`config.mk`:
```
export PLATFORM = sky130hd
export DESIGN_NAME = obi_support_logic
export DESIGN_NICKNAME = d
export VERILOG_FILES = /design/src/hdl/obi_sl_pkg.sv /design/src/hdl/obi_phases_monitor.sv /design/src/hdl/req_attribute_fifo.sv /design/src/hdl/gntpar_error_tracker.sv /design/src/hdl/exception_req_monitor.sv /design/src/hdl/obi_support_logic.sv
export SDC_FILE = /design/constraint.sdc
export NUM_CORES = 1
export LEC_CHECK = 0
export BUFFER_PORTS_ARGS = -buffer_cell sky130_fd_sc_hd__buf_2
export CORE_MARGIN = 1.5
export CORE_UTILIZATION = 59
export DETAILED_ROUTE_END_ITERATION = 16
export GPL_TIMING_DRIVEN = 0
export PLACE_DENSITY = 0.79
export SLEW_MARGIN = 30
export SYNTH_ARGS = -nofsm -noshare
export SYNTH_HDL_FRONTEND = slang
export SYNTH_SLANG_ARGS = --single-unit
```
`constraint.sdc`:
```
create_clock -name in_support_if -period 2.5 [get_ports in_support_if]
set_clock_uncertainty 0.05 [all_clocks]
set_input_delay 0.125 -clock in_support_if [delete_from_list [all_inputs] [get_ports in_support_if]]
set_output_delay 0.125 -clock in_support_if [all_outputs]
set_load 0.03 [all_outputs]
```
`src/hdl/obi_sl_pkg.sv`:
```
// OBI support logic types
package obi_sl_pkg;

  // ------------------------------------------------------------
  // Scalar types
  // ------------------------------------------------------------

  // Program counter source select, as driven by the controller
  typedef logic [2:0] pc_mux_t;

  // Accepted address phase counter, wraps at 256
  typedef logic [7:0] ph_cnt_t;

  // Trap codes of interest
  localparam pc_mux_t PC_TRAP_EXC = 3'b100;
  localparam pc_mux_t PC_TRAP_DBE = 3'b111;

  // ------------------------------------------------------------
  // Bus and control inputs
  // ------------------------------------------------------------

  // One OBI bus as seen at the core port
  typedef struct packed {
    logic req;
    logic gnt;
    // Parity of gnt, correct when inverted
    logic gntpar;
    logic rvalid;
  } obi_bus_t;

  // Attributes of a data request
  typedef struct packed {
    logic is_store;
    logic integrity;
  } data_req_attr_t;

  // Controller outputs used for trap detection
  typedef struct packed {
    logic    pc_set;
    pc_mux_t pc_mux;
  } ctrl_trap_t;

  // ------------------------------------------------------------
  // Outputs
  // ------------------------------------------------------------

  // Phase status of one bus
  typedef struct packed {
    logic    addr_ph_cont;
    logic    resp_ph_cont;
    ph_cnt_t v_addr_ph_cnt;
  } obi_phase_t;

  // Attributes carried by the request of the current response
  typedef struct packed {
    logic req_was_store;
    logic instr_req_had_integrity;
    logic data_req_had_integrity;
    logic gntpar_error_in_response_instr;
    logic gntpar_error_in_response_data;
  } resp_attr_t;

endpackage

```
`src/hdl/obi_phases_monitor.sv`:
```
// OBI phase monitor
`timescale 1ns/1ps

module obi_phases_monitor (
  input  logic                  in_support_if,
  input  logic                  rst_n_i,
  input  obi_sl_pkg::obi_bus_t  bus_i,
  output obi_sl_pkg::obi_phase_t phase_o
);

  // ------------------------------------------------------------
  // State
  // ------------------------------------------------------------

  // Previous cycle handshake
  logic req_q;
  logic gnt_q;

  // Granted phases still waiting for rvalid
  obi_sl_pkg::ph_cnt_t outstanding_q;

  // Accepted address phases, wrapping
  obi_sl_pkg::ph_cnt_t acc_cnt_q;

  logic addr_acc;

  // Address phase accepted this cycle
  assign addr_acc = bus_i.req && bus_i.gnt;

  always_ff @(posedge in_support_if) begin
    if (!rst_n_i) begin
      req_q         <= 1'b0;
      gnt_q         <= 1'b0;
      outstanding_q <= '0;
      acc_cnt_q     <= '0;
    end else begin
      req_q <= bus_i.req;
      gnt_q <= bus_i.gnt;

      // Grant raises, response lowers, both may happen together
      if (addr_acc && !bus_i.rvalid) begin
        outstanding_q <= outstanding_q + 1'b1;
      end else if (!addr_acc && bus_i.rvalid) begin
        outstanding_q <= outstanding_q - 1'b1;
      end

      if (addr_acc) begin
        acc_cnt_q <= acc_cnt_q + 1'b1;
      end
    end
  end

  // ------------------------------------------------------------
  // Outputs
  // ------------------------------------------------------------

  // Request still up after an ungranted cycle
  assign phase_o.addr_ph_cont  = bus_i.req && req_q && !gnt_q;
  // Waiting on a response that has not arrived yet
  assign phase_o.resp_ph_cont  = (outstanding_q != '0) && !bus_i.rvalid;
  assign phase_o.v_addr_ph_cnt = acc_cnt_q;

endmodule

```
`src/hdl/req_attribute_fifo.sv`:
```
// Request attribute FIFO
`timescale 1ns/1ps

module req_attribute_fifo #(
  parameter int FIFO_DEPTH = 4
) (
  input  logic                 in_support_if,
  input  logic                 rst_n_i,
  input  obi_sl_pkg::obi_bus_t bus_i,
  input  logic                 attr_i,
  output logic                 attr_in_resp_o
);

  // ------------------------------------------------------------
  // Storage
  // ------------------------------------------------------------

  localparam int PTR_W = $clog2(FIFO_DEPTH);

  typedef logic [PTR_W-1:0] ptr_t;

  // Last valid slot index
  localparam ptr_t LAST_SLOT = ptr_t'(FIFO_DEPTH - 1);

  // One attribute bit per outstanding transaction
  logic [FIFO_DEPTH-1:0] attr_mem;

  ptr_t wr_ptr_q;
  ptr_t rd_ptr_q;

  logic push;
  logic pop;
  logic attr_masked;

  // Push on accepted address phase, pop on response
  assign push = bus_i.req && bus_i.gnt;
  assign pop  = bus_i.rvalid;

  // Attribute is forced low while in reset
  assign attr_masked = attr_i && rst_n_i;

  // Payload only, pointers define validity
  always_ff @(posedge in_support_if) begin
    if (push) begin
      attr_mem[wr_ptr_q] <= attr_masked;
    end
  end

  // Circular pointers with explicit wrap for any depth
  always_ff @(posedge in_support_if) begin
    if (!rst_n_i) begin
      wr_ptr_q <= '0;
      rd_ptr_q <= '0;
    end else begin
      if (push) begin
        wr_ptr_q <= (wr_ptr_q == LAST_SLOT) ? '0 : wr_ptr_q + 1'b1;
      end
      if (pop) begin
        rd_ptr_q <= (rd_ptr_q == LAST_SLOT) ? '0 : rd_ptr_q + 1'b1;
      end
    end
  end

  // ------------------------------------------------------------
  // Output
  // ------------------------------------------------------------

  // Head entry shown only alongside its response
  assign attr_in_resp_o = pop && attr_mem[rd_ptr_q];

endmodule

```
`src/hdl/gntpar_error_tracker.sv`:
```
// Grant parity error tracker
`timescale 1ns/1ps

module gntpar_error_tracker (
  input  logic                 in_support_if,
  input  logic                 rst_n_i,
  input  obi_sl_pkg::obi_bus_t bus_i,
  output logic                 gntpar_err_o
);

  // Error seen in an earlier wait cycle of this phase
  logic err_seen_q;

  logic par_bad;

  // Parity is good only when gntpar is the inverse of gnt
  assign par_bad = (bus_i.gnt == bus_i.gntpar);

  // Verdict for the current address phase
  assign gntpar_err_o = bus_i.req && (par_bad || err_seen_q);

  always_ff @(posedge in_support_if) begin
    if (!rst_n_i) begin
      err_seen_q <= 1'b0;
    end else begin
      // Sticky through wait cycles, cleared once granted or dropped
      if (bus_i.req && !bus_i.gnt) begin
        err_seen_q <= gntpar_err_o;
      end else begin
        err_seen_q <= 1'b0;
      end
    end
  end

endmodule

```
`src/hdl/exception_req_monitor.sv`:
```
// Request after exception monitor
`timescale 1ns/1ps

module exception_req_monitor (
  input  logic                   in_support_if,
  input  logic                   rst_n_i,
  input  obi_sl_pkg::ctrl_trap_t ctrl_trap_i,
  input  obi_sl_pkg::obi_bus_t   data_bus_i,
  input  logic                   rvfi_valid_i,
  output logic                   req_after_exception_o
);

  logic trap_taken;
  // Trap taken, no retirement since
  logic exc_pending_q;
  // Data grant seen last cycle
  logic data_gnt_q;
  logic new_req;

  // Trap taken in write-back
  assign trap_taken = ctrl_trap_i.pc_set &&
                      (ctrl_trap_i.pc_mux == obi_sl_pkg::PC_TRAP_EXC ||
                       ctrl_trap_i.pc_mux == obi_sl_pkg::PC_TRAP_DBE);

  // Another request right behind a granted one
  assign new_req = data_bus_i.req && data_gnt_q;

  always_ff @(posedge in_support_if) begin
    if (!rst_n_i) begin
      data_gnt_q            <= 1'b0;
      exc_pending_q         <= 1'b0;
      req_after_exception_o <= 1'b0;
    end else begin
      data_gnt_q <= data_bus_i.gnt;

      if (trap_taken) begin
        exc_pending_q <= 1'b1;
        if (new_req) begin
          req_after_exception_o <= 1'b1;
        end
      end else if (rvfi_valid_i) begin
        // Retirement ends the window
        exc_pending_q         <= 1'b0;
        req_after_exception_o <= 1'b0;
      end else if (exc_pending_q && new_req) begin
        req_after_exception_o <= 1'b1;
      end
    end
  end

endmodule

```
`src/hdl/obi_support_logic.sv`:
```
// OBI support logic top
`timescale 1ns/1ps

module obi_support_logic #(
  parameter int FIFO_DEPTH = 4
) (
  input  logic                       in_support_if,
  input  logic                       rst_n_i,
  input  obi_sl_pkg::obi_bus_t       instr_bus_i,
  input  obi_sl_pkg::obi_bus_t       data_bus_i,
  input  obi_sl_pkg::data_req_attr_t data_attr_i,
  input  logic                       instr_integrity_i,
  input  obi_sl_pkg::ctrl_trap_t     ctrl_trap_i,
  input  logic                       rvfi_valid_i,
  output obi_sl_pkg::obi_phase_t     instr_phase_o,
  output obi_sl_pkg::obi_phase_t     data_phase_o,
  output obi_sl_pkg::resp_attr_t     resp_attr_o,
  output logic                       req_after_exception_o
);

  // ------------------------------------------------------------
  // Phase monitors
  // ------------------------------------------------------------

  obi_phases_monitor instr_phases_mon (
    .in_support_if (in_support_if),
    .rst_n_i       (rst_n_i),
    .bus_i         (instr_bus_i),
    .phase_o       (instr_phase_o)
  );

  obi_phases_monitor data_phases_mon (
    .in_support_if (in_support_if),
    .rst_n_i       (rst_n_i),
    .bus_i         (data_bus_i),
    .phase_o       (data_phase_o)
  );

  // ------------------------------------------------------------
  // Grant parity errors, one verdict per address phase
  // ------------------------------------------------------------

  logic instr_gntpar_err;
  logic data_gntpar_err;

  gntpar_error_tracker instr_gntpar_trk (
    .in_support_if (in_support_if),
    .rst_n_i       (rst_n_i),
    .bus_i         (instr_bus_i),
    .gntpar_err_o  (instr_gntpar_err)
  );

  gntpar_error_tracker data_gntpar_trk (
    .in_support_if (in_support_if),
    .rst_n_i       (rst_n_i),
    .bus_i         (data_bus_i),
    .gntpar_err_o  (data_gntpar_err)
  );

  // ------------------------------------------------------------
  // Attribute FIFOs, request to response
  // ------------------------------------------------------------

  logic req_was_store;
  logic instr_had_integrity;
  logic data_had_integrity;
  logic instr_gntpar_in_resp;
  logic data_gntpar_in_resp;

  // Data bus store flag
  req_attribute_fifo #(.FIFO_DEPTH(FIFO_DEPTH)) data_store_fifo (
    .in_support_if  (in_support_if),
    .rst_n_i        (rst_n_i),
    .bus_i          (data_bus_i),
    .attr_i         (data_attr_i.is_store),
    .attr_in_resp_o (req_was_store)
  );

  // Data bus integrity
  req_attribute_fifo #(.FIFO_DEPTH(FIFO_DEPTH)) data_integrity_fifo (
    .in_support_if  (in_support_if),
    .rst_n_i        (rst_n_i),
    .bus_i          (data_bus_i),
    .attr_i         (data_attr_i.integrity),
    .attr_in_resp_o (data_had_integrity)
  );

  // Instruction bus integrity
  req_attribute_fifo #(.FIFO_DEPTH(FIFO_DEPTH)) instr_integrity_fifo (
    .in_support_if  (in_support_if),
    .rst_n_i        (rst_n_i),
    .bus_i          (instr_bus_i),
    .attr_i         (instr_integrity_i),
    .attr_in_resp_o (instr_had_integrity)
  );

  // Grant parity verdicts, sampled at the grant
  req_attribute_fifo #(.FIFO_DEPTH(FIFO_DEPTH)) instr_gntpar_fifo (
    .in_support_if  (in_support_if),
    .rst_n_i        (rst_n_i),
    .bus_i          (instr_bus_i),
    .attr_i         (instr_gntpar_err),
    .attr_in_resp_o (instr_gntpar_in_resp)
  );

  req_attribute_fifo #(.FIFO_DEPTH(FIFO_DEPTH)) data_gntpar_fifo (
    .in_support_if  (in_support_if),
    .rst_n_i        (rst_n_i),
    .bus_i          (data_bus_i),
    .attr_i         (data_gntpar_err),
    .attr_in_resp_o (data_gntpar_in_resp)
  );

  assign resp_attr_o.req_was_store                  = req_was_store;
  assign resp_attr_o.instr_req_had_integrity        = instr_had_integrity;
  assign resp_attr_o.data_req_had_integrity         = data_had_integrity;
  assign resp_attr_o.gntpar_error_in_response_instr = instr_gntpar_in_resp;
  assign resp_attr_o.gntpar_error_in_response_data  = data_gntpar_in_resp;

  // ------------------------------------------------------------
  // Data request after trap
  // ------------------------------------------------------------

  exception_req_monitor exc_req_mon (
    .in_support_if         (in_support_if),
    .rst_n_i               (rst_n_i),
    .ctrl_trap_i           (ctrl_trap_i),
    .data_bus_i            (data_bus_i),
    .rvfi_valid_i          (rvfi_valid_i),
    .req_after_exception_o (req_after_exception_o)
  );

endmodule

```
After elaboration in Yosys (flattened, before gate mapping)
Cells that the tools add are included.

Mux-type cells: 45. Eq/ne operators: 15. $lt $le $gt $ge: 15. Reductions and logical operators: 54. $add $sub $neg: 16.

Operators by type and width (count): 1-bit logical AND (34); 8-bit by 1-bit adder with 8-bit output, second input constant (4); 8-bit 2-to-1 mux (4); 2-bit by 3-bit less-than comparator with 1-bit output, second input constant (10); 2-bit by 1-bit adder with 2-bit output, second input constant (10); 4-bit bitwise mux (5); 2-bit equality test, second input constant (10); 2-bit 2-to-1 mux (10); 1-bit 2-to-1 mux (16); 8-bit nonzero test (2); 8-bit by 1-bit subtractor with 8-bit output, second input constant (2); 1-bit binary-select mux with 2-bit select (5); 1-bit demux with 2-bit select (5); 2-bit by 1-bit >= comparator with 1-bit output, second input constant (5); 1-bit logical NOT (8); 3-bit equality test, second input constant (2); 2-bit AND reduction (3); 2-bit nonzero test (3); 1-bit logical OR (3); 3-bit nonzero test (1); 1-bit equality test (2); 2-bit inequality test, second input constant (1).

Output and inout bits: 26. Input bits: 18. Flip-flop bits (word level): 80.

Depth between registers and ports, before layout
Word-level depth: 5. Gate-level depth with buffers: 10. Gate-level depth less buffers: 10.

Cells and area by module
From an unflattened synthesis, not the netlist that was laid out.

Cell total of the unflattened synthesis: 426. Area total of the unflattened synthesis: 4405.5 um2.

Modules (own cells, without submodules): req_attribute_fifo (area an instance 414.1 um2, cells an instance 34, times used 5); obi_phases_monitor (area an instance 1027.2 um2, cells an instance 113, times used 2); exception_req_monitor (area an instance 140.1 um2, cells an instance 13, times used 1); gntpar_error_tracker (area an instance 51.3 um2, cells an instance 6, times used 2); obi_support_logic (area an instance 37.5 um2, cells an instance 5, times used 1).

Worst setup path before layout
No wires, ideal clock.

Path kind: input -> register. Start: input port data_bus_i[0] (netlist name). End: register data_phases_mon.outstanding_q[6]. Data required time: 2.328 ns. Slack: 0.273 ns. Data arrival time: 2.055 ns. Stages on the path: 9. Buffers on the path: 1. Cell sequence: clkbuf_1 -> inv_1 -> ha_1 -> inv_1 -> ha_1 -> a21o_1 -> a21oi_1 -> o21ai_0 -> a311o_1.

Word-level cells in the longest chain between the ends: 3. Elaborated cells between the ends (all ways): 5. Those cells by class: mux: 1; reduce/logical: 4.

RTL lines: from (decl) (line obi_support_logic.sv:10) `input obi_sl_pkg::obi_bus_t data_bus_i,`; 1-bit logical NOT (line obi_phases_monitor.sv:41) `if (addr_acc && !bus_i.rvalid) begin`; 1-bit logical AND (line obi_phases_monitor.sv:41); 8-bit 2-to-1 mux / 2-bit nonzero test (equally long branches); to (signal assigned) (line obi_phases_monitor.sv:42) `outstanding_q <= outstanding_q + 1'b1;`; to (signal assigned) (line obi_phases_monitor.sv:44) `outstanding_q <= outstanding_q - 1'b1;`; to (decl) (line obi_phases_monitor.sv:20) `obi_sl_pkg::ph_cnt_t outstanding_q;`.

Several ways; a longest one is shown, not always the timed one. A chain may end at the register's enable or synchronous reset.

Worst setup path in the final report
Start: input port data_bus_i[0] (netlist name). End: register data_phases_mon.outstanding_q[7].

The elaborated chain is that of the path after synthesis.

==> results.json <==
{
  "status": "complete, no violations",
  "placed_area_sq_mm": 0.00463,
  "drt-met1-wl_microns": 3590,
  "die_y_microns": 88.3,
  "internal_power_mw": 2.20,
  "die_x_microns": 88.3,
  "wl_met3_microns": 288,
  "cts.reportedPaths.clkPinSlew_ns": 0.08,
  "route.met2.wl_microns": 3740,
  "worst_path_max_delay_cell": "a211oi_1",
  "synth.net_count": 494,
  "grt_pass1_wl_microns": 12600,
  "remaining_drc_errors": 0,
  "die-area_sq_mm": 0.00780,
  "leakage_nw": 2.11,
  "via_per_inst": 5.35,
  "rows": 30,
  "cts_resized": 0,
  "nNetsFinal": 547,
  "antenna_found_initial": 0,
  "critPathLaunchType": "primary input",
  "synth_edf_count": 20,
  "placedCellCount": 570,
  "synth_area_sq_mm": 0.00430,
  "cts_setup_buffers": 0,
  "relSlewSlack_pct": 59.9,
  "syn_to_final_growth_pct": 11.5,
  "rsz0062_at_grt": "false",
  "fin_crit_sh_pct": 90.7,
  "dp_hpwl_microns": 5870,
  "drv_cap": 0,
  "ys_seq_area_share_pct": 41.9,
  "postSynthAreaPerCell_sq_um": 9.94,
  "synthCells": 432,
  "final.setup.worst_slack_ns": 0.232,
  "hold_path_class": "primary input to flop",
  "hold_violations": 0,
  "initial_core_util_pct": 62.2,
  "firstDrtPassIters": 4,
  "crit_chain": "clkbuf_1, inv_1, ha_1, inv_1, ha_1, a211oi_1, nor3_1, mux2i_1, and3_1, o21a_1",
  "crit_arrival_ns": 2.46,
  "ys_warn_count": 0,
  "power.share.combinational_pct": 26.9,
  "drt-total-wl_microns": 7740,
  "coreArea_sq_mm": 0.00691,
  "drtAntennaViolNets": 0,
  "powerDensity_mw_per_mm2": 676,
  "cts_hold_buf": 0,
  "grt_remaining_overflow": 0,
  "yosysUniqueCellTypes": 48,
  "drt_iter0_markers": 101,
  "tightest_slew_ns": 0.601,
  "peakVddDrop_v": 0.000380,
  "grt_pass1_vias": 2898,
  "crit_path_end_kind": "flop",
  "worstSkewPairLatency_ns": 0.35,
  "place_congestion": 0.898,
  "h-tree-depth": 3,
  "holdWs_ns": 0.0592,
  "io_pins": 44,
  "cp_max_fo": 8,
  "switching_share_pct": 32.0,
  "synthArstFlopShare_pct": 0,
  "clkSinkCount": 80,
  "wl_per_cell_microns": 13.2,
  "setup_viol": 0,
  "pre_cts_slack_ns": -0.132,
  "switchingPower_mw": 1.04,
  "grt_max_degree": 14,
  "ys.flop_type": "dfxtp_1",
  "fin_cells": 586,
  "cp_num_buf_inv": 3,
  "slew_viol_final": 0,
  "drive_above_1_share_pct": 15.5,
  "pwr-share-clk_pct": 25.3,
  "track_usage_pct": 21.0,
  "fmax_mhz": 441,
  "layout_min_cycle_time_ns": 2.27,
  "cp_slowest_stage_delay_ns": 0.38,
  "diodes": 0,
  "clockBufferDepth": 2,
  "yosys_register_bits": 80,
  "numCtsBuffers": 9,
  "path_class": "primary input to flop",
  "portBuffers": 42,
  "p_seq_share_pct": 47.7,
  "tritoncts": "done",
  "top_layer": "met4",
  "path_delay_family": "buffers and inverters",
  "postLayoutCellArea_sq_mm": 0.00479,
  "root_buffer": "clkbuf_8",
  "critPathRequiredTime_ns": 2.69,
  "via_count": 3138
}
metal layers:
| metal | global-route usage [%] | vias to the layer above |
|---|---|---|
| li1 | - | 1612 |
| met1 | 25.9 | 1452 |
| met2 | 36.4 | 60 |
| met3 | 5.13 | 14 |
| met4 | 6.68 | 0 |
| met5 | 0 | - |
final timing paths:
path                                               endpoint  slack (ns)  depth (start not counted)                                      startpoint
min reg2reg  exc_req_mon.req_after_exception_o$_SDFFE_PN0P_        0.39                          2  exc_req_mon.req_after_exception_o$_SDFFE_PN0P_
max reg2reg   data_phases_mon.outstanding_q[6]$_SDFFE_PN0P_        0.59                          5   data_phases_mon.outstanding_q[0]$_SDFFE_PN0P_
min                  exc_req_mon.exc_pending_q$_SDFFE_PN0P_        0.06                          4                                    rvfi_valid_i
max           data_phases_mon.outstanding_q[7]$_SDFFE_PN0P_        0.23                         10                                   data_bus_i[0]
flip-flops by register name, summed over array words and instances, names as in the netlist, 4 cells and up:
name	flops
instr_phases_mon.acc_cnt_q	8
instr_gntpar_fifo.attr_mem	4
data_phases_mon.outstanding_q	8
data_gntpar_fifo.attr_mem	4
data_phases_mon.acc_cnt_q	8
data_integrity_fifo.attr_mem	4
instr_integrity_fifo.attr_mem	4
data_store_fifo.attr_mem	4
instr_phases_mon.outstanding_q	8
area by class of cell:
cell class                      instances  area, sq um
Sequential cell                        80         1800
Fill cell                             569         2120
Clock buffer                           11          131
Multi-Input combinational cell        313         2320
Clock inverter                          5         33.8
Inverter                               18         68.8
Tap cell                               96          120
Timing Repair Buffer                   42          210
Buffer                                 21          101
power groups by stage:
| stage | clock network, mW | logic [mW] | registers (mW) |
|---|---|---|---|
| after floorplan | 0 | 0.690 | 1.55 |
| after global placement | 0 | 0.832 | 1.57 |
| after detailed placement | 0 | 0.867 | 1.57 |
| after CTS | 0.844 | 0.872 | 1.54 |
| after global routing | 0.905 | 0.976 | 1.56 |
| final | 0.820 | 0.873 | 1.55 |
logic make-up after synthesis:
| group | synth area share, % |
|---|---|
| mux | 4.72 |
| buf+inv | 3.96 |
| flops | 41.9 |
| simple gates | 22.3 |
| compound gates | 9.67 |
| xor+xnor | 4.28 |
| fa+ha+maj | 13.2 |
cells in the final DEF, fill, tap and decap left out, types with 6 or more instances in the layout:
| cell | synthesis | routed |
|---|---|---|
| clkbuf_8 | 0 | 9 |
| nand3_1 | 10 | 10 |
| edfxtp_1 | 20 | 20 |
| buf_2 | 3 | 45 |
| clkbuf_1 | 13 | 15 |
| nor2_1 | 7 | 7 |
| and3_1 | 25 | 25 |
| nand2_1 | 37 | 37 |
| ha_1 | 42 | 42 |
| nor2b_1 | 19 | 19 |
| nor3_1 | 14 | 14 |
| a21oi_1 | 23 | 23 |
| dfxtp_1 | 60 | 60 |
| mux2i_1 | 9 | 9 |
| and2_1 | 30 | 30 |
| xnor2_1 | 18 | 18 |
| inv_1 | 16 | 16 |
| a21boi_0 | 10 | 10 |
| o21ai_0 | 14 | 14 |
| nand4_1 | 6 | 6 |
worst min-delay path, delay by kind of cell:
family / cells / cell delay [ns]
compound gates: 1 / 0.13
simple gates: 1 / 0.05
buf+inv: 2 / 0.11
Yosys cell counts, types with 2 or more instances:
library cell  count  area share (%)
dfxtp_1          60              28
ha_1             42              12
nand2_1          37             3.2
and2_1           30             4.4
and3_1           25             3.6
a21oi_1          23             2.7
edfxtp_1         20              14
nor2b_1          19             2.8
xnor2_1          18             3.7
inv_1            16             1.4
nor3_1           14             1.6
o21ai_0          14             1.6
clkbuf_1         13             1.1
a21boi_0         10             1.7
nand3_1          10             1.2
mux2i_1           9             2.1
nor2_1            7            0.61
nand4_1           6            0.87
buf_4             5            0.87
mux4_2            5             2.6
a21o_1            4            0.70
nor4_1            4            0.58
o21a_1            4            0.70
or3_1             4            0.58
buf_2             3            0.35
xor2_1            3            0.61
a21boi_1          2            0.35
fa_1              2            0.93
nand2b_1          2            0.29
nand4_4           2            0.99
o21bai_1          2            0.35
per-stage QoR:
| step | setup TNS [ns] | power [mW] | util [%] |
|---|---|---|---|
| after floorplan | 0 | 2.24 | - |
| after global placement | -0.0953 | 2.40 | 67.0 |
| after detailed placement | -0.311 | 2.44 | 67.0 |
| after CTS | 0 | 3.26 | 69.4 |
| after global routing | 0 | 3.44 | 69.4 |
| final | 0 | 3.24 | 69.4 |
Power figures use the tool's default switching activity.
